**src/traffic_pkg.sv**
```systemverilog
// Shared definitions for the memory traffic generator
// Widths, address map, run states, CSR word map and the LFSR step
// Modules import this inside their bodies

`default_nettype none

package traffic_pkg;

    // ====================
    // Widths
    // ====================

    localparam int MEM_ADDR_W = 16;
    localparam int DATA_W = 32;
    localparam int CNT_W = 32;
    localparam int CYCLES_W = 20;

    // Random region and the checked subset inside it
    localparam int REGION_W = 12;
    localparam int CHK_W = 8;
    localparam int CHK_LOW_W = 6;
    localparam int CHK_HIGH_W = CHK_W - CHK_LOW_W;
    localparam int CHK_MID_W = REGION_W - CHK_W;

    // Index bit split between reads and writes when conflicts are off
    localparam int CONFLICT_BIT = 2;

    // Expected-value FIFO
    localparam int FIFO_DEPTH = 16;
    localparam int FIFO_AFULL = 12;
    localparam int FIFO_PTR_W = $clog2(FIFO_DEPTH);
    localparam int FIFO_CNT_W = FIFO_PTR_W + 1;

    // One clearing write per shadow entry
    localparam int CLEAR_CYCLES = 256;

    // ====================
    // LFSR seeds and taps
    // ====================

    localparam logic [31:0] RD_SEED = 32'h2721;
    localparam logic [31:0] WR_SEED = 32'h8520;
    localparam logic [31:0] DATA_SEED = 32'h1;

    // Taps 32, 22, 2 and 1
    localparam logic [31:0] LFSR_POLY = 32'h8020_0003;

    typedef enum logic [1:0]
    {
        IDLE,
        RUN,
        DONE,
        ERROR
    } run_state_t;

    // Word index on APB address bits [4:2]
    typedef enum logic [2:0]
    {
        CTRL = 3'd0,
        BASE = 3'd1,
        GEOM = 3'd2,
        STATUS = 3'd3,
        RD_CNT = 3'd4,
        WR_CNT = 3'd5,
        CHK_CNT = 3'd6
    } csr_reg_t;

    // One Galois step, shifting right
    function automatic logic [31:0] lfsr_next(input logic [31:0] value);
        return (value >> 1) ^ (value[0] ? LFSR_POLY : 32'h0);
    endfunction

endpackage

`default_nettype wire

```
**src/traffic_decode.sv**
```systemverilog
// CSR block of the traffic generator
// APB slave with zero wait states, run configuration, cycle budget
// and the run state machine; a CTRL write starts a new run

`timescale 1ns/1ps
`default_nettype none

module traffic_decode
(
    input  logic clk,
    input  logic reset,

    // APB slave
    input  logic psel,
    input  logic penable,
    input  logic pwrite,
    input  logic [7:0] paddr,
    input  logic [traffic_pkg::DATA_W-1:0] pwdata,
    output logic [traffic_pkg::DATA_W-1:0] prdata,
    output logic pready,
    output logic pslverr,

    // Status from the result block
    input  logic run_error,
    input  logic [traffic_pkg::CNT_W-1:0] rd_cnt,
    input  logic [traffic_pkg::CNT_W-1:0] wr_cnt,
    input  logic [traffic_pkg::CNT_W-1:0] chk_cnt,
    input  logic chk_ready,

    // Run control
    output traffic_pkg::run_state_t run_state,
    output logic start_pulse,
    output logic cfg_reads,
    output logic cfg_writes,
    output logic cfg_checker,
    output logic cfg_conflicts,
    output logic [traffic_pkg::MEM_ADDR_W-1:0] base_addr
);
    import traffic_pkg::*;

    logic access;
    logic addr_hit;
    logic ctrl_wr;
    logic base_wr;
    csr_reg_t reg_sel;
    logic [CYCLES_W-1:0] cycles_rem;

    // No wait states and no error responses
    assign pready = 1'b1;
    assign pslverr = 1'b0;

    // Word aligned, only the low 32 bytes decode
    assign access = psel && penable;
    assign addr_hit = (paddr[7:5] == 3'd0) && (paddr[1:0] == 2'd0);
    assign reg_sel = csr_reg_t'(paddr[4:2]);
    assign ctrl_wr = access && pwrite && addr_hit && (reg_sel == CTRL);
    assign base_wr = access && pwrite && addr_hit && (reg_sel == BASE);

    // ====================
    // Configuration
    // ====================

    always_ff @(posedge clk)
    begin
        if (reset)
        begin
            start_pulse <= 1'b0;
            cfg_reads <= 1'b0;
            cfg_writes <= 1'b0;
            cfg_checker <= 1'b0;
            cfg_conflicts <= 1'b0;
            base_addr <= '0;
        end
        else
        begin
            start_pulse <= ctrl_wr;
            // Bit 4 is reserved
            if (ctrl_wr)
            begin
                cfg_reads <= pwdata[0];
                cfg_writes <= pwdata[1];
                cfg_checker <= pwdata[2];
                cfg_conflicts <= pwdata[3];
            end
            if (base_wr)
            begin
                base_addr <= pwdata[MEM_ADDR_W-1:0];
            end
        end
    end

    // Budget loads with CTRL and counts down only while running
    always_ff @(posedge clk)
    begin
        if (reset)
        begin
            cycles_rem <= '0;
        end
        else if (ctrl_wr)
        begin
            cycles_rem <= pwdata[DATA_W-1 -: CYCLES_W];
        end
        else if ((run_state == RUN) && (cycles_rem != '0))
        begin
            cycles_rem <= cycles_rem - 1'b1;
        end
    end

    // ====================
    // Run state machine
    // ====================

    always_ff @(posedge clk)
    begin
        if (reset)
        begin
            run_state <= IDLE;
        end
        else if (start_pulse)
        begin
            // A new run restarts from any state
            run_state <= RUN;
        end
        else if (run_state == RUN)
        begin
            // Mismatch wins over an expiring budget
            if (run_error)
            begin
                run_state <= ERROR;
            end
            else if (cycles_rem == '0)
            begin
                run_state <= DONE;
            end
        end
    end

    // Read data only during a read access phase
    always_comb
    begin
        prdata = '0;
        if (access && !pwrite && addr_hit)
        begin
            case (reg_sel)
                CTRL:    prdata = {cycles_rem, 8'd0, cfg_conflicts, cfg_checker,
                                   cfg_writes, cfg_reads};
                BASE:    prdata = DATA_W'(base_addr);
                GEOM:    prdata = {16'd0, 8'(CHK_W), 8'(REGION_W)};
                STATUS:  prdata = {29'd0, chk_ready, run_state};
                RD_CNT:  prdata = rd_cnt;
                WR_CNT:  prdata = wr_cnt;
                CHK_CNT: prdata = chk_cnt;
                default: prdata = '0;
            endcase
        end
    end

endmodule

`default_nettype wire

```
**config.mk**
```make
export PLATFORM = sky130hd
export DESIGN_NAME = traffic_decode
export DESIGN_NICKNAME = d
export VERILOG_FILES = /design/src/traffic_pkg.sv /design/src/traffic_decode.sv
export SDC_FILE = /design/constraint.sdc
export NUM_CORES = 1
export LEC_CHECK = 0
export CAP_MARGIN = 10
export CORE_ASPECT_RATIO = 0.75
export CORE_UTILIZATION = 35
export DETAILED_ROUTE_END_ITERATION = 10
export DONT_BUFFER_PORTS = 1
export GPL_TIMING_DRIVEN = 0
export MAX_ROUTING_LAYER = met4
export PLACE_DENSITY = 0.5
export SLEW_MARGIN = 20
export SYNTH_ARGS = -nofsm -noshare
export SYNTH_HDL_FRONTEND = slang
export SYNTH_SLANG_ARGS = --single-unit
```
**constraint.sdc**
```tcl
create_clock -name clk -period 2.65 [get_ports clk]
set_clock_uncertainty 0.05 [all_clocks]
set_input_delay 0.1325 -clock clk [delete_from_list [all_inputs] [get_ports clk]]
set_output_delay 0.1325 -clock clk [all_outputs]
set_load 0.05 [all_outputs]
```
# Word-level counts from Yosys, hierarchy flattened
# Cells that the tools add are included.
# op_classes
n_reduce_logical	22
n_eq_ne	7
add_sub_neg	1
mux	8
# op_table
operator	count
32-bit case mux with 7 select lines	1
20-bit 2-to-1 mux	2
32-bit 2-to-1 mux	1
20-bit zero test	1
20-bit nonzero test	1
20-bit by 1-bit subtractor with 20-bit output (second input constant)	1
3-bit equality test (second input constant)	3
1-bit logical AND	9
3-bit by 2-bit equality test with 1-bit output (second input constant)	2
3-bit zero test	2
2-bit nonzero test	3
2-bit 2-to-1 mux	2
2-bit AND reduction	2
3-bit by 1-bit equality test with 1-bit output (second input constant)	1
3-bit nonzero test	1
2-bit by 1-bit equality test with 1-bit output (second input constant)	1
2-bit zero test	1
1-bit 2-to-1 mux	2
2-bit OR reduction	1
1-bit zero test	1
# word_totals
inputBits	143
wordCells	47
reg_bits	43
output_inout_bits	57

# Depth between registers and ports, before layout
# Gate-level depths: netlist (run 1).
# logic_depth
word_depth	5
depth_mapped	7
ltp_nobuf	7

# Worst setup path before layout (run 1)
# No wires, ideal clock.
# synth_path
path_kind	input port to output port
startpoint	in paddr[2]
endpoint	out prdata[1] (netlist name)
n_path_buf	3
cell_stages	6
slack_ns	0.319
required_ns	2.467
arrival_time_ns	2.148
path_cell_list	clkbuf_1 > and3_1 > clkbuf_1 > clkbuf_1 > a22oi_1 > a31oi_1
# synth_between
elab_chain_len	3
elab_cells_between_ends	9
classes_between	eq/ne (6); mux (2); reduce/logical (1)
# synth_rtl
item	line	source
start: declaration	traffic_decode.sv:17	input logic [7:0] paddr,
3-bit equality test, or another cell as far along	traffic_decode.sv:144	case (reg_sel)
32-bit case mux with 7 select lines *	traffic_decode.sv:144	
32-bit 2-to-1 mux *	traffic_decode.sv:142	if (access && !pwrite && addr_hit)
end: declaration	traffic_decode.sv:19	output logic [traffic_pkg::DATA_W-1:0] prdata,
# Mark *: on every way between the ends. The rest lies on a longest branch, timed or not.

# Final worst setup path (run 1)
# layout_path
startpoint	in paddr[5]
endpoint	out prdata[31] (netlist name)
# layout_between
elab_chain_len	4
# layout_rtl
item	line	source
3-bit zero test	traffic_decode.sv:54	assign addr_hit = (paddr[7:5] == 3'd0) && (paddr[1:0] == 2'd0);
1-bit logical AND	traffic_decode.sv:54	
1-bit logical AND	traffic_decode.sv:142	
32-bit 2-to-1 mux	traffic_decode.sv:142	
# Every way passes these cells.

==> results by group, run 1 <==
Run status
  • Status: complete, but fails checks
  • Failing checks: negative hold slack, negative setup slack

Timing
  • Period utilization: 102%
  • Max Slew Vio Count: 0
  • Slew HR: 26.4%
  • Worst slew pin tran: 1.10 ns
  • Final hold viol count: 1
  • Hold_ws: -0.00210 ns
  • Max Clock Freq: 371 MHz
  • Final setup fails: 3
  • Final worst setup slack: -0.0448 ns
  • RSZ-0062 raised after global routing: yes
  • Final Critical Period: 2.69 ns

Synth
  • Main area contributors after synthesis: dfxtp_1, a22oi_1, a21oi_1, nand2_1, nor2_1
  • Synth cell count leaders: a22oi_1, nand2_1, a21oi_1
  • EDFF count, synth: 0
  • Yosys warns: 0
  • Syn_nets: 548
  • Synth Flop Type: dfxtp_1
  • Synth cell types: 51
  • Seq/Total Area, Yosys: 28.7%
  • Mapped Area: 3000 um^2
  • FF+latch count, synth: 43
  • Post-synthesis async set-or-reset flop share: 0%
  • Synth area leader: dfxtp_1
  • Mapped Cells: 403
  • Top-count cell post-synth: a22oi_1
  • Syn avg cell area: 7.45 um^2
  • Yosys top cell area share: 28.7%

Floorplanning
  • Row count: 28
  • Die H: 82.2 um
  • Initial core utilization: 37.1%
  • Die width: 109 um
  • IO Pins: 200
  • Full die area: 8960 um^2
  • Core area: 8090 um^2

Clock tree
  • CTS max path bufs: 2
  • H-tree levels: 2
  • Clock transition at the registers of the reported paths: 0.06 ns
  • Postcts setup bufs: 0
  • CTS sink cnt: 43
  • Clk Latency, worst-skew pair: 0.29 ns
  • Root Driver: clkbuf_16
  • CTS tree: done
  • TritonCTS buffer count: 5

Global routing
  • Initial antenna violation count: 0
  • Vias in the first global route: 3219
  • First-pass GRT wire length: 18400 um
  • Largest net degree at the start of global routing: 13
  • Grt total ovfl: 0
  • All-Layer GR Usage: 28.9%

Worst setup path
  • Setup slack, reg-to-reg: 0.18 ns
  • Reg2reg path depth: 6
  • Critical path class: input pin to output port
  • Worst Path Max Fanout: 10
  • Crit end category: output port
  • Critical Path RT: 2.47 ns
  • Worst R2R Start: cycles_rem[10]
  • CP arrival: 2.51 ns
  • Reg2Reg Capture Point: cycles_rem[13]
  • Crit start category: input pin

Place
  • DP Cell Count: 508
  • Hpwl dp: 10000 um
  • RePlAce Congestion: 0.876
  • PortBufs: 0
  • Placed Instance Area: 3140 um^2

Power
  • Final Power: 1.44 mW
  • Sw Ratio: 25.5%
  • Clock Power Share: 42.2%
  • Worst vdd ir: 0.214 mV
  • Power share of the combinational group: 12.7%
  • Power Density: 380 nW/um^2
  • Static Leak: 1.07 nW
  • Power Internal: 1.07 mW
  • NetSw: 0.367 mW
  • Sequential share of power: 45.1%

Cells and area
  • Fillers: 828
  • Final core occ: 46.7%
  • Post-route cell area: 3780 um^2
  • Area of the multi-input gates: 2180 um^2
  • Finished Layout Cells: 544
  • # nets final: 583
  • Diode count: 0
  • Share of layout cells above drive strength 1: 13.9%
  • Reg area: 862 um^2
  • Area Growth Syn to Fin: 25.8%

Hold path
  • Worst Hold Class: input pin to register
  • WHS Path Cells: 2
  • Hold Path Sink: cycles_rem[2]
  • Hold path start: pwdata[14]

Detailed routing
  • Via density: 6.26
  • 1st-pass router iterations: 7
  • DRC errors left: 0
  • Routed vias: 3404
  • Final wirelength: 13000 um
  • Initial DRC Count: 253
  • Post-DRT Antenna Nets: 0
  • Routed len/inst: 24.0 um

Flow run
  • Max-cap check violation count: 0
-- registers in the layout, summed over array words and instances (netlist names) --
register       cells
cycles_rem        20
cfg_conflicts      1
base_addr         16
cfg_reads          1
cfg_checker        1
cfg_writes         1
start_pulse        1
run_state          2
-- critical path: stages --
cell	delay [ns]
or4_1	0.60
nor3_1	0.25
nand2_1	0.21
clkbuf_1	0.39
a21oi_1	0.92
-- layout make-up --
type	count	share of cell area [%]
multi-input combinational	317	57.8
sequential	43	22.8
timing repair buffer	28	7.42
buffer	36	4.14
clock buffer	7	3.51
tap	105	3.48
inverter	7	0.696
clock inverter	1	0.132
-- per-layer routing --
metal / GRT usage [%] / wire length [um] / share of wire (%)
met5: - / 0 / 0
met4: 4.86 / 219 / 1.7
met3: 6.67 / 1170 / 9.0
met2: 43.6 / 5640 / 43
met1: 39.6 / 6010 / 46
-- cell families (layout without fill, tap and decap cells) --
kind of cell,after synthesis,after routing,share of synthesized area (%)
AND/OR/NAND/NOR,141,141,23.3
flip-flops,43,43,28.7
adder cells (fa/ha/maj),2,2,0.833
XOR/XNOR,13,13,3.79
buffers and inverters,43,79,5.87
multiplexers,7,7,3.21
AO/OA/AOI/OAI,152,152,34.1
other,2,2,0.250
-- through the flow --
step	setup slack (ns)	TNS [ns]
3_3_place_gp	-0.513	-15.10
5_1_grt	-0.209	-1.36
4_1_cts	-0.0633	-0.168
3_5_place_dp	-0.347	-6.77
2_1_floorplan	0.319	0
6_report	-0.0448	-0.112
-- cell usage in the layout (no fill, tap or decap), types with 3 or more instances in the layout --
cell / Yosys / routed
a22oi_1: 53 / 53
nand2_1: 51 / 51
dfxtp_1: 43 / 42
nor2_1: 34 / 28
dlygate4sd3_1: 0 / 28
clkbuf_1: 29 / 27
a21oi_1: 47 / 26
a211oi_1: 14 / 14
a21oi_4: 0 / 13
xor2_1: 12 / 12
o21ai_0: 10 / 10
nor3_1: 10 / 9
a21oi_2: 0 / 8
nand3_1: 8 / 8
inv_1: 7 / 7
nor2_2: 0 / 6
or3_1: 6 / 6
a311oi_1: 6 / 6
clkbuf_2: 0 / 5
nor4_1: 5 / 5
clkbuf_16: 0 / 5
or4_1: 4 / 4
mux2i_1: 4 / 4
nor2b_1: 3 / 3
buf_1: 4 / 3
nand2b_1: 3 / 3
nand4_1: 3 / 3
o31ai_1: 3 / 3
o211ai_1: 3 / 3
-- power groups by stage --
stage          registers (mW)  logic (mW)  clock network, mW
3_5_place_dp            0.662       0.130                  0
2_1_floorplan           0.662      0.0979                  0
3_3_place_gp            0.662       0.128                  0
4_1_cts                 0.647       0.173              0.613
5_1_grt                 0.647       0.196              0.642
6_report                0.647       0.183              0.606
-- how the worst max path moves through the flow --
stage                     slack [ns]          to  startpoint  cells after the start
after CTS                      -0.06  prdata[31]    paddr[5]                      5
after floorplan                 0.32   prdata[1]    paddr[2]                      6
after global routing           -0.21   prdata[4]    paddr[5]                      5
after global placement         -0.51  prdata[25]    paddr[2]                      5
after detailed placement       -0.35  prdata[21]    paddr[2]                      7
final                          -0.04  prdata[31]    paddr[5]                      5
-- what timing repair did --
action / in CTS / in global routing
setup endpoints to repair: 24 / 33
gates resized for setup: 28 / 24
pin swaps: 0 / 1
hold endpoints to repair: 33 / 0
hold buffers: 28 / 0
Note: power is estimated with default switching activity, not from simulation.
==> run 2, diff against run 1 <==
==> constraint.sdc (replaced) <==
create_clock -name clk -period 2.6 [get_ports clk]
set_clock_uncertainty 0.05 [all_clocks]
set_input_delay 0.13 -clock clk [delete_from_list [all_inputs] [get_ports clk]]
set_output_delay 0.13 -clock clk [all_outputs]
set_load 0.05 [all_outputs]
==> results by group, run 2 (synthesis results as in run 1) <==
Run status
  • Status: complete, but fails checks
  • Failing checks: negative hold slack, negative setup slack

Cells and area
  • Commonest non-fill, non-tap cell in the layout: a22oi_1
  • Diode count: 0
  • Share of layout cells above drive strength 1: 14.3%
  • Largest regs: cycles_rem (20), base_addr (16), run_state (2)
  • Largest Register: cycles_rem
  • Finished Layout Cells: 546
  • Most frequent cells in the layout: a22oi_1, nand2_1, dfxtp_1, dlygate4sd3_1, nor2_1
  • Area of the multi-input gates: 2160 um^2
  • Reg area: 862 um^2
  • Final core occ: 46.7%
  • Area Growth Syn to Fin: 25.8%
  • # nets final: 585
  • Max FFs per register: 20
  • Fillers: 830

Floorplanning
  • Full die area: 8960 um^2
  • IO Pins: 200
  • Initial core utilization: 37.1%
  • Core area: 8090 um^2
  • Die H: 82.2 um
  • Row count: 28
  • Die width: 109 um

Worst setup path
  • Critical Path RT: 2.42 ns
  • Worst Path Max Fanout: 10
  • Crit end category: output port
  • Crit-path cells: or4_1 > nor3_1 > nand2_1 > clkbuf_1 > a21oi_1
  • Slowest stage cell, crit path: a21oi_1
  • Max stage delay on crit path: 0.93 ns
  • CP arrival: 2.52 ns
  • Crit start category: input pin
  • Critical path class: input pin to output port

Detailed routing
  • 1st-pass router iterations: 6
  • Via density: 6.28
  • DRC errors left: 0
  • Post-DRT Antenna Nets: 0
  • Routed vias: 3429
  • Routed len/inst: 23.9 um
  • Final wirelength: 13100 um
  • Initial DRC Count: 240

Power
  • Static Leak: 1.08 nW
  • Final Power: 1.46 mW
  • Power Density: 387 nW/um^2
  • Worst vdd ir: 0.220 mV

Timing
  • Worst slew pin tran: 1.05 ns
  • Hold_ws: -0.00438 ns
  • Final Critical Period: 2.70 ns
  • Final worst setup slack: -0.102 ns
  • Final hold viol count: 1
  • Max Slew Vio Count: 0
  • Max Clock Freq: 370 MHz
  • RSZ-0062 raised after global routing: yes
  • Period utilization: 104%
  • Final setup fails: 3
  • Slew HR: 30.3%
  • Setup TNS: -0.291 ns

Clock tree
  • CTS sink cnt: 43
  • CTS tree: done
  • CTS max path bufs: 2
  • Clk Latency, worst-skew pair: 0.29 ns
  • Clock transition at the registers of the reported paths: 0.06 ns
  • Root Driver: clkbuf_16
  • H-tree levels: 2
  • TritonCTS buffer count: 5

Global routing
  • Largest net degree at the start of global routing: 13
  • All-Layer GR Usage: 28.9%
  • Vias in the first global route: 3219
  • Initial antenna violation count: 0
  • First-pass GRT wire length: 18400 um
  • Grt total ovfl: 0

Place
  • Hpwl dp: 10000 um
  • RePlAce Congestion: 0.876
  • PortBufs: 0
  • DP Cell Count: 508

Flow run
  • Max-cap check violation count: 0

Hold path
  • Worst Hold Class: input pin to register
[run 2: layer usage]
metal | global-route usage (%) | part of all wire [%] | wire length, um | vias up
li1 | - | - | - | 1590
met1 | 39.6 | 45 | 5900 | 1644
met2 | 43.8 | 44 | 5770 | 183
met3 | 6.67 | 9.4 | 1230 | 12
met4 | 4.86 | 1.3 | 168 | 0
met5 | - | 0 | 0 | -
[run 2: critical path: cells and delay by family]
family	cells	cell delay [ns]
simple gates	3	1.06
compound gates	1	0.93
buf+inv	1	0.39
[run 2: stage by stage]
stage	instance area, um^2	setup WS, ns
after CTS	3700	-0.130
final	3780	-0.102
after global placement	3130	-0.558
after global routing	3780	-0.279
after detailed placement	3140	-0.392
after floorplan	3000	0.274
[run 2: where the power goes]
part | switching, mW | internal (mW) | total (mW)
Sequential | 0.000928 | 0.659 | 0.660
Combinational | 0.110 | 0.0774 | 0.187
Clock | 0.261 | 0.356 | 0.617
[run 2: cell type report]
class                      instances  area share (%)
clock buffer                       7            3.51
multi-input combinational        317            57.2
tap                              105            3.48
timing repair buffer              31            8.15
inverter                           7           0.695
buffer                            35            4.07
sequential                        43            22.8
clock inverter                     1           0.132
[run 2: final timing paths]
path | start | slack [ns] | cells after the start | to
setup reg to reg | cycles_rem[10] | 0.11 | 6 | cycles_rem[13]
setup / recovery | paddr[5] | -0.10 | 5 | prdata[31]
hold reg to reg | cycles_rem[6] | 0.52 | 2 | cycles_rem[6]
hold / removal | pwdata[14] | -0.004 | 2 | cycles_rem[2]
[run 2: repair_timing]
action / 4_1_cts / 5_1_grt
endpoints found under the setup margin: 25 / 33
pin swaps: 0 / 1
setup buffers: 0 / 1
hold endpoints to repair: 34 / 1
resized for setup: 32 / 19
hold buffers: 29 / 1
