--- src/traffic_pkg.sv ---
// Shared definitions for the memory traffic generator
// Widths, address map, run states, CSR word map and the LFSR step
// Modules import this inside their bodies

`default_nettype none

package traffic_pkg;

    // ====================
    // Widths
    // ====================

    localparam int MEM_ADDR_W = 16;
    localparam int DATA_W = 32;
    localparam int CNT_W = 32;
    localparam int CYCLES_W = 20;

    // Random region and the checked subset inside it
    localparam int REGION_W = 12;
    localparam int CHK_W = 8;
    localparam int CHK_LOW_W = 6;
    localparam int CHK_HIGH_W = CHK_W - CHK_LOW_W;
    localparam int CHK_MID_W = REGION_W - CHK_W;

    // Index bit split between reads and writes when conflicts are off
    localparam int CONFLICT_BIT = 2;

    // Expected-value FIFO
    localparam int FIFO_DEPTH = 16;
    localparam int FIFO_AFULL = 12;
    localparam int FIFO_PTR_W = $clog2(FIFO_DEPTH);
    localparam int FIFO_CNT_W = FIFO_PTR_W + 1;

    // One clearing write per shadow entry
    localparam int CLEAR_CYCLES = 256;

    // ====================
    // LFSR seeds and taps
    // ====================

    localparam logic [31:0] RD_SEED = 32'h2721;
    localparam logic [31:0] WR_SEED = 32'h8520;
    localparam logic [31:0] DATA_SEED = 32'h1;

    // Taps 32, 22, 2 and 1
    localparam logic [31:0] LFSR_POLY = 32'h8020_0003;

    typedef enum logic [1:0]
    {
        IDLE,
        RUN,
        DONE,
        ERROR
    } run_state_t;

    // Word index on APB address bits [4:2]
    typedef enum logic [2:0]
    {
        CTRL = 3'd0,
        BASE = 3'd1,
        GEOM = 3'd2,
        STATUS = 3'd3,
        RD_CNT = 3'd4,
        WR_CNT = 3'd5,
        CHK_CNT = 3'd6
    } csr_reg_t;

    // One Galois step, shifting right
    function automatic logic [31:0] lfsr_next(input logic [31:0] value);
        return (value >> 1) ^ (value[0] ? LFSR_POLY : 32'h0);
    endfunction

endpackage

`default_nettype wire

--- src/traffic_execute.sv ---
// Request generator of the traffic generator
// Three LFSRs give read and write indices and write data, requests
// are registered and issue only while running and not back-pressured

`timescale 1ns/1ps
`default_nettype none

module traffic_execute
(
    input  logic clk,
    input  logic reset,

    input  traffic_pkg::run_state_t run_state,
    input  logic start_pulse,
    input  logic cfg_reads,
    input  logic cfg_writes,
    input  logic cfg_conflicts,
    input  logic [traffic_pkg::MEM_ADDR_W-1:0] base_addr,
    input  logic chk_ready,
    input  logic mem_wr_full,
    input  logic mem_rd_full,

    // Memory requests
    output logic mem_wr_valid,
    output logic [traffic_pkg::MEM_ADDR_W-1:0] mem_wr_addr,
    output logic [traffic_pkg::DATA_W-1:0] mem_wr_data,
    output logic mem_rd_valid,
    output logic [traffic_pkg::MEM_ADDR_W-1:0] mem_rd_addr,

    // Shadow RAM update and lookup
    output logic chk_wr_en,
    output logic [traffic_pkg::CHK_W-1:0] chk_wr_idx,
    output logic chk_rd_en,
    output logic [traffic_pkg::CHK_W-1:0] chk_rd_idx,
    output logic chk_rd_checked
);
    import traffic_pkg::*;

    logic [31:0] rd_lfsr;
    logic [31:0] wr_lfsr;
    logic [DATA_W-1:0] data_lfsr;
    logic [REGION_W-1:0] rd_idx;
    logic [REGION_W-1:0] wr_idx;
    logic rd_go;
    logic wr_go;

    // Checked only when the middle bits are all zero
    function automatic logic idx_checked(input logic [REGION_W-1:0] idx);
        return idx[CHK_LOW_W +: CHK_MID_W] == '0;
    endfunction

    // High bits followed by low bits
    function automatic logic [CHK_W-1:0] idx_to_chk(input logic [REGION_W-1:0] idx);
        return {idx[REGION_W-1 -: CHK_HIGH_W], idx[CHK_LOW_W-1:0]};
    endfunction

    // ====================
    // Random sources
    // ====================

    // Reseeded per run so every run replays the same stream
    always_ff @(posedge clk)
    begin
        if (reset || start_pulse)
        begin
            rd_lfsr <= RD_SEED;
            wr_lfsr <= WR_SEED;
            data_lfsr <= DATA_SEED;
        end
        else
        begin
            rd_lfsr <= lfsr_next(rd_lfsr);
            wr_lfsr <= lfsr_next(wr_lfsr);
            data_lfsr <= lfsr_next(data_lfsr);
        end
    end

    // Split read and write indices when conflicts are off
    always_comb
    begin
        rd_idx = rd_lfsr[REGION_W-1:0];
        wr_idx = wr_lfsr[REGION_W-1:0];
        if (!cfg_conflicts)
        begin
            rd_idx[CONFLICT_BIT] = 1'b0;
            wr_idx[CONFLICT_BIT] = 1'b1;
        end
    end

    // ====================
    // Request issue
    // ====================

    assign rd_go = (run_state == RUN) && cfg_reads && chk_ready && !mem_rd_full;
    assign wr_go = (run_state == RUN) && cfg_writes && chk_ready && !mem_wr_full;

    always_ff @(posedge clk)
    begin
        if (reset)
        begin
            mem_rd_valid <= 1'b0;
            mem_wr_valid <= 1'b0;
            chk_wr_en <= 1'b0;
        end
        else
        begin
            mem_rd_valid <= rd_go;
            mem_wr_valid <= wr_go;
            // Shadow copy only for checked writes
            chk_wr_en <= wr_go && idx_checked(wr_idx);
        end
    end

    // Every issued read looks up the shadow RAM
    assign chk_rd_en = mem_rd_valid;

    // Address and data travel with the valids
    always_ff @(posedge clk)
    begin
        mem_rd_addr <= base_addr + MEM_ADDR_W'(rd_idx);
        mem_wr_addr <= base_addr + MEM_ADDR_W'(wr_idx);
        mem_wr_data <= data_lfsr;
        chk_rd_idx <= idx_to_chk(rd_idx);
        chk_rd_checked <= idx_checked(rd_idx);
        chk_wr_idx <= idx_to_chk(wr_idx);
    end

endmodule

`default_nettype wire

--- config.mk ---
export PLATFORM = sky130hd
export DESIGN_NAME = traffic_execute
export DESIGN_NICKNAME = d
export VERILOG_FILES = /design/src/traffic_pkg.sv /design/src/traffic_execute.sv
export SDC_FILE = /design/constraint.sdc
export NUM_CORES = 1
export LEC_CHECK = 0
export ABC_AREA = 1
export BUFFER_PORTS_ARGS = -buffer_cell sky130_fd_sc_hd__clkbuf_2
export CORE_ASPECT_RATIO = 1.2
export CORE_UTILIZATION = 50
export CTS_CLUSTER_SIZE = 28
export DETAILED_ROUTE_END_ITERATION = 10
export GPL_TIMING_DRIVEN = 0
export PLACE_DENSITY = 0.81
export SLEW_MARGIN = 20
export SYNTH_ARGS = -nofsm -noshare
export SYNTH_HDL_FRONTEND = slang
export SYNTH_SLANG_ARGS = --single-unit
--- constraint.sdc ---
create_clock -name clk -period 4.2 [get_ports clk]
set_clock_uncertainty 0.05 [all_clocks]
set_input_delay 0.42 -clock clk [delete_from_list [all_inputs] [get_ports clk]]
set_output_delay 0.42 -clock clk [all_outputs]
set_load 0.01 [all_outputs]
==> Yosys cells after proc, flatten, opt, wreduce, memory -nomap -nowiden <==
Index checks and enable logic that the tools add are counted.
{ "totals": {"output_inout_bits": 85, "in_bits": 27, "ff_bits": 180, "latchBits": 0, "mem_count": 0, "wordCells": 35, "rom_bits": 0, "ram_bits": 0} }
{ "classes": {"n_reduce_logical": 12, "n_lt_le_gt_ge": 0, "bitwise_logic": 3, "n_div": 0, "add_sub_neg": 2, "n_mux": 5, "shifts": 0, "n_mul": 0, "n_eq_ne": 1} }
{ "op_table": {"columns": ["operator", "n"], "rows": [
  ["32-bit 2-to-1 mux", 3],
  ["31-bit by 32-bit bitwise XOR with 32-bit output", 3],
  ["16-bit by 12-bit adder with 16-bit output", 2],
  ["4-bit zero test", 2],
  ["1-bit logical AND", 7],
  ["2-bit by 1-bit equality test with 1-bit output, second input constant", 1],
  ["1-bit zero test", 2],
  ["1-bit 2-to-1 mux", 2],
  ["1-bit logical OR", 1]
]} }

==> Logic depth before layout (Yosys ltp) <==
Gate-level depths: netlist of run 1.
{ "depth": {"word_depth": 5, "ltp_mapped": 11, "mapped_depth_nobuf": 11} }

==> Least setup slack after synthesis of run 1 <==
No wires, ideal clock.
{ "synth_timing": {"path_kind": "input to register", "from": "input port base_addr[0] (netlist name)", "to": "register mem_rd_addr[14] (netlist name)", "t_arrival_ns": 1.535, "n_path_buf": 0, "slack_ns": 2.503, "t_required_ns": 4.038, "path_stages": 10, "setup_ns": 0.112, "path_cell_list": "ha_1 fa_1 nand2_1 nand2_1 nand3b_1 nand2_1 nand2_1 nand2_1 nand2_1 nand2_1"} }
{ "synth_via": {"elab_chain_len": 1} }
{ "synth_rtl": {"columns": ["element", "line_no", "source"], "rows": [
  ["from (decl)", "traffic_execute.sv:18", "input logic [traffic_pkg::MEM_ADDR_W-1:0] base_addr,"],
  ["16-bit by 12-bit adder with 16-bit output", "traffic_execute.sv:120", "mem_rd_addr <= base_addr + MEM_ADDR_W'(rd_idx);"],
  ["to (signal assigned)", "traffic_execute.sv:120", null],
  ["to (decl)", "traffic_execute.sv:28", "output logic [traffic_pkg::MEM_ADDR_W-1:0] mem_rd_addr,"]
]} }
Every way passes these cells.
A chain may end at the register's enable or synchronous reset.

==> Final worst setup path of run 1 <==
{ "layout_timing": {"from": "register rd_lfsr[0]", "to": "register mem_rd_addr[14] (netlist name)"} }
{ "layout_via": {"elab_chain_len": 1} }
{ "layout_rtl": {"columns": ["element", "line_no", "source"], "rows": [
  ["from (decl)", "traffic_execute.sv:39", "logic [31:0] rd_lfsr;"],
  ["from (signal assigned)", "traffic_execute.sv:72", "rd_lfsr <= lfsr_next(rd_lfsr);"],
  ["16-bit by 12-bit adder with 16-bit output", "traffic_execute.sv:120", null]
]} }
Every way passes these cells.

==> results of run 1 <==
==> report_power, final <==
part	leakage, nW	switching [mW]	internal, mW
Clock	0.276	0.709	0.804
Combinational	1.99	0.189	0.118
Sequential	1.47	0.0232	1.77
Total	3.74	0.921	2.70
==> worst paths after layout <==
check,end,startpoint,slack [ns],cells past startpoint
min reg2reg,mem_wr_data[3],data_lfsr[3],0.30,0
max,mem_rd_addr[14],rd_lfsr[0],2.34,10
max reg2reg,mem_rd_addr[14],rd_lfsr[0],2.34,10
min,chk_rd_en,mem_rd_full,0.10,2
==> worst max-delay path, cell delays in order, from the launching register on <==
cell	delay, ns
dfxtp_1	0.37
ha_1	0.24
fa_1	0.41
nand2_1	0.17
nand2_1	0.07
nand3b_1	0.09
nand2_1	0.10
nand2_1	0.10
nand2_1	0.05
nand2_1	0.06
nand2_1	0.05
==> final cells by class <==
class                           count  area (um^2)  share of cell area
Tap cell                          161          201              0.0268
Inverter                          153          574              0.0765
Buffer                             12         65.1             0.00867
Timing Repair Buffer              110          551              0.0734
Clock inverter                     13          134              0.0178
Sequential cell                   180         3600               0.480
Clock buffer                       19          443              0.0590
Multi-Input combinational cell    370         1930               0.257
==> logic make-up (layout without fill, tap and decap cells) <==
family                     after synthesis  in the layout  share of synthesized area
and+or+nand+nor                        303            303                      0.209
DFF                                    180            180                      0.584
buffers and inverters                  165            307                      0.104
adders and majority gates               27             27                     0.0571
AOI/OAI and AO/OA                       20             20                     0.0186
xor gates and xnor gates                20             20                     0.0284
==> registers in the layout (all words and copies together) (netlist names) <==
signal          cells
mem_rd_addr        16
chk_rd_idx          8
mem_wr_valid        1
rd_lfsr            32
chk_wr_idx          8
data_lfsr          32
chk_rd_checked      1
mem_wr_addr        16
wr_lfsr            32
chk_wr_en           1
chk_rd_en           1
mem_wr_data        32
==> metal layers <==
layer | vias to the layer above | GRT usage | share of wire
met5 | - | 0 | 0
met4 | 0 | 0.0924 | 0.029
met3 | 30 | 0.0746 | 0.064
met2 | 118 | 0.350 | 0.49
met1 | 1983 | 0.215 | 0.42
li1 | 2358 | - | -
==> layout by cell type (no fill, tap or decap), types with 2 or more instances in the layout <==
master	instances
nor3_2	6
inv_6	4
or2_2	9
nand2_1	141
clkinv_8	2
clkbuf_1	4
clkbuf_16	17
and2_1	2
nor2_1	102
ha_1	25
xnor2_1	7
a21oi_1	13
buf_2	7
inv_1	148
fa_1	2
xor2_1	13
o21ai_0	3
inv_2	5
nand3_1	22
clkbuf_2	110
inv_8	3
a21oi_2	3
clkinv_4	2
nor3b_1	2
dfxtp_1	180
nand4_1	3
clkinvlp_4	2
nand2_2	10
==> impl_metrics.env, run 1 <==
export IMPL_outcome="finished with violations"
export IMPL_failed_checks="design-rule violations"
export IMPL_grt_max_degree=19
export IMPL_synthTopCellsByCount="dfxtp_1 (180), inv_1 (148), nand2_1 (141), nor2_1 (102), ha_1 (25)"
export IMPL_worst_pin_slew_ns=0.533
export IMPL_vias=4489
export IMPL_grt_remaining_overflow=0
export IMPL_port_buffers=110
export IMPL_fin_util=0.622
export IMPL_setup_viol=0
export IMPL_grt_pass1_vias=4285
export IMPL_ys_ff_latch=180
export IMPL_drt_total_wl_um=11600
export IMPL_final_antenna_net_count=0
export IMPL_rows=44
export IMPL_track_usage=0.201
export IMPL_cts_resized_gates=0
export IMPL_synthFlopType="dfxtp_1"
export IMPL_yosysSeqAreaShare=0.584
export IMPL_antenna_found_initial=0
export IMPL_cp_arrival_ns=2.13
export IMPL_placedInstanceArea_um2=6930
export IMPL_dieHeight_um=124
export IMPL_final_area_um2=7500
export IMPL_leakagePower_nw=3.74
export IMPL_fill_cells=992
export IMPL_syn_instance_count=715
export IMPL_final_hold_violation_count=0
export IMPL_vias_per_cell=4.41
export IMPL_slew_violations=0
export IMPL_wl_per_cell_um=11.4
export IMPL_yosysMostFrequentCell="dfxtp_1"
export IMPL_hold_path_class="in -> reg"
export IMPL_areaGrowthSynthToFinish_pct=21.5
export IMPL_endpoint_kind="flop"
export IMPL_crit_required_ns=4.47
export IMPL_synth_edf_count=0
export IMPL_dieArea_um2=12800
export IMPL_synth_area_leaders="dfxtp_1 (58%), inv_1 (9.0%), nand2_1 (8.6%), nor2_1 (6.2%), ha_1 (5.1%)"
export IMPL_core_um2=12100
export IMPL_rsz0062_at_grt="false"
export IMPL_drtIter0Drc=121
export IMPL_hpwl_um=8620
export IMPL_async_flop_share=0
export IMPL_fin_hold_ws_ns=0.101
export IMPL_initial_utilization=0.512
export IMPL_diodes=0
export IMPL_dieWidth_um=103
export IMPL_ctsHoldBuffers=0
export IMPL_finalPower_mw=3.62
export IMPL_cp_start_kind="flop"
export IMPL_period_share=0.444
export IMPL_gp_congestion=0.894
export IMPL_io_pins=112
export IMPL_maxCapViolations=0
export IMPL_clockBufferDepth=2
export IMPL_crit_fanout=5
export IMPL_timing_setup_tns_ns=0
export IMPL_dr_pass1_iters=7
export IMPL_synth_area_per_cell_um2=8.64
export IMPL_layout_cells_non_filler=1018
export IMPL_syn_nets=769
export IMPL_critPathKind="reg -> reg"
export IMPL_dp_cells=986
export IMPL_fin_nets=898
export IMPL_yosysWarnings=0
export IMPL_syn_area_um2=6170
export IMPL_period_needed_ns=1.86
export IMPL_postCtsSetupBuffers=0
export IMPL_synth_largest_area_cell="dfxtp_1"
export IMPL_yosysUniqueCellTypes=30
export IMPL_cts_made_buffers=17
export IMPL_power_density_nw_per_um2=482
export IMPL_slew_headroom=0.645
export IMPL_worst_ir_drop_vdd_mv=0.343
export IMPL_drc_errors=1
export IMPL_clock_sinks=180
export IMPL_final_setup_worst_slack_ns=2.34
export IMPL_drive_gt1_frac=0.217
export IMPL_netlist_area_leader_share=0.584
export IMPL_h_tree_depth=4
export IMPL_cts_root_buf="clkbuf_16"
export IMPL_fmax_ghz=0.536
export IMPL_grt_pass1_wl_um=19000
export IMPL_clk_pin_slew_ns=0.07
export IMPL_dp_slack_ns=2.20
export IMPL_cts_tree="yes"
export IMPL_clk_latency_ns=0.43
Power figures use the tool's default switching activity.
==> run 2, diff against run 1 <==
--- a/config.mk
+++ b/config.mk
@@ -8,11 +8,11 @@
 export ABC_AREA = 1
 export BUFFER_PORTS_ARGS = -buffer_cell sky130_fd_sc_hd__clkbuf_2
 export CORE_ASPECT_RATIO = 1.2
-export CORE_UTILIZATION = 50
+export CORE_UTILIZATION = 49
 export CTS_CLUSTER_SIZE = 28
 export DETAILED_ROUTE_END_ITERATION = 10
 export GPL_TIMING_DRIVEN = 0
-export PLACE_DENSITY = 0.81
+export PLACE_DENSITY = 0.82
 export SLEW_MARGIN = 20
 export SYNTH_ARGS = -nofsm -noshare
 export SYNTH_HDL_FRONTEND = slang
==> constraint.sdc (replaced) <==
create_clock -name clk -period 1.7 [get_ports clk]
set_clock_uncertainty 0.05 [all_clocks]
set_input_delay 0.17 -clock clk [delete_from_list [all_inputs] [get_ports clk]]
set_output_delay 0.17 -clock clk [all_outputs]
set_load 0.01 [all_outputs]
==> run 2 against run 1 <==
The run now ends clean. Sequential cell count unchanged. Cell count increased by 1.6%. Wire length increased by 9.7%. Critical path depth unchanged. Setup slack got worse by 2.3 ns. Register-to-register slack got worse by 2.3 ns. Sequential power increased by 150%. Total power increased by 150%.
==> impl_metrics.env, run 2 (same netlist as run 1, synthesis figures left out) <==
export IMPL_outcome="finished clean"
export IMPL_gp_congestion=0.859
export IMPL_worst_ir_drop_vdd_mv=0.847
export IMPL_drtIter0Drc=204
export IMPL_endpoint_kind="flop"
export IMPL_drt_total_wl_um=12800
export IMPL_io_pins=112
export IMPL_cpMostUsedCell="nand2_1"
export IMPL_crit_fanout=3
export IMPL_power_density_nw_per_um2=1160
export IMPL_period_share=0.985
export IMPL_crit_required_ns=1.97
export IMPL_slowest_stage="dfxtp_4"
export IMPL_seqPwrFrac=0.495
export IMPL_vias_per_cell=4.54
export IMPL_fin_hold_ws_ns=0.00871
export IMPL_rr_startpoint="rd_lfsr[0]"
export IMPL_cp_start_kind="flop"
export IMPL_timing_setup_tns_ns=0
export IMPL_setup_viol=0
export IMPL_hpwl_um=8750
export IMPL_p_sw_mw=2.32
export IMPL_fmax_ghz=0.597
export IMPL_critPathKind="reg -> reg"
export IMPL_dieWidth_um=104
export IMPL_holdCritStartpoint="cfg_writes"
export IMPL_antenna_found_initial=0
export IMPL_maxCapViolations=0
export IMPL_final_hold_violation_count=0
export IMPL_clk_pin_slew_ns=0.07
export IMPL_slew_headroom=0.661
export IMPL_p_clk_frac=0.414
export IMPL_slew_violations=0
export IMPL_worst_pin_slew_ns=0.508
export IMPL_areaGrowthSynthToFinish_pct=25.4
export IMPL_layout_common_cells="dfxtp_1 (177), inv_1 (147), nand2_1 (130), clkbuf_2 (110), nor2_1 (102)"
export IMPL_diodes=0
export IMPL_dp_cells=986
export IMPL_vias=4699
export IMPL_dr_pass1_iters=4
export IMPL_core_um2=12200
export IMPL_clockBufferDepth=2
export IMPL_cts_made_buffers=17
export IMPL_leakagePower_nw=3.82
export IMPL_internal_power_mw=6.65
export IMPL_drc_errors=0
export IMPL_cts_root_buf="clkbuf_16"
export IMPL_dieHeight_um=125
export IMPL_layout_cells_non_filler=1034
export IMPL_fin_util=0.636
export IMPL_period_needed_ns=1.67
export IMPL_clk_latency_ns=0.42
export IMPL_cts_tree="yes"
export IMPL_h_tree_depth=4
export IMPL_grt_max_degree=19
export IMPL_clock_sinks=180
export IMPL_fin_nets=914
export IMPL_swShare=0.259
export IMPL_final_area_um2=7740
export IMPL_max_stage_delay_ns=0.35
export IMPL_initial_utilization=0.508
export IMPL_track_usage=0.201
export IMPL_rows=44
export IMPL_grt_remaining_overflow=0
export IMPL_grt_pass1_wl_um=20300
export IMPL_dieArea_um2=13100
export IMPL_wl_per_cell_um=12.4
export IMPL_drive_gt1_frac=0.247
export IMPL_port_buffers=110
export IMPL_final_antenna_net_count=0
export IMPL_p_comb_frac=0.091
export IMPL_grt_pass1_vias=4535
export IMPL_placedInstanceArea_um2=6930
export IMPL_layout_commonest_cell="dfxtp_1"
export IMPL_worstPathCellList="ha_2, fa_2, nand2_2, nand2_1, nand3b_1, nand2_2, nand2_2, nand2_1, nand2_1, nand2_1"
export IMPL_cp_arrival_ns=1.94
export IMPL_hold_path_class="in -> reg"
export IMPL_critPathLaunch="rd_lfsr[0]"
export IMPL_fill_cells=1002
[run 2: repair_timing]
item | 4_1_cts | 5_1_grt
resized for setup | 17 | 11
setup buffers | 3 | 3
hold endpoints to repair | 11 | 0
pin swaps | 5 | 5
setup endpoints to repair | 10 | 15
hold buffers | 10 | 0
[run 2: path summary, 6_finish.rpt]
| check | endpoint | slack (ns) | cells past startpoint |
|---|---|---|---|
| setup reg to reg | mem_rd_addr[14] | 0.03 | 10 |
| hold reg to reg | mem_wr_data[25] | 0.30 | 0 |
| hold / removal | mem_wr_valid | 0.009 | 2 |
| setup / recovery | mem_rd_addr[14] | 0.03 | 10 |
[run 2: critical path, delay by kind of cell, from the launching register on]
kind | cells | cell delay [ns]
flops | 1 | 0.35
simple gates | 8 | 0.64
fa+ha+maj | 2 | 0.53
[run 2: layout make-up]
cell class	count	area (um^2)	area share
repair buffers	126	698	0.0902
well taps	161	201	0.0260
plain buffers	12	65.1	0.00840
clock buffers	18	429	0.0554
flip-flops and latches	180	3610	0.467
clock inverters	14	146	0.0189
multi-input cells	370	2010	0.260
inverters	153	574	0.0742
[run 2: routing by layer]
| metal | global-route usage | part of all wire | vias up |
|---|---|---|---|
| li1 | - | - | 2397 |
| met1 | 0.207 | 0.40 | 2147 |
| met2 | 0.375 | 0.53 | 134 |
| met3 | 0.0563 | 0.059 | 21 |
| met4 | 0.0882 | 0.019 | 0 |
| met5 | 0 | 0 | - |
[run 2: per-stage QoR]
step	power [mW]	setup WS, ns
after floorplan	5.02	0.0827
after global placement	5.29	-0.166
after detailed placement	5.30	-0.155
after CTS	9.00	0.0109
after global routing	9.33	-0.0560
final	8.97	0.0254
[run 2: power groups by stage]
stage	sequential, mW	clock (mW)	combinational (mW)
2_1_floorplan	4.59	0	0.424
3_3_place_gp	4.53	0	0.753
3_5_place_dp	4.54	0	0.766
4_1_cts	4.44	3.76	0.805
5_1_grt	4.45	3.96	0.913
6_report	4.44	3.71	0.819
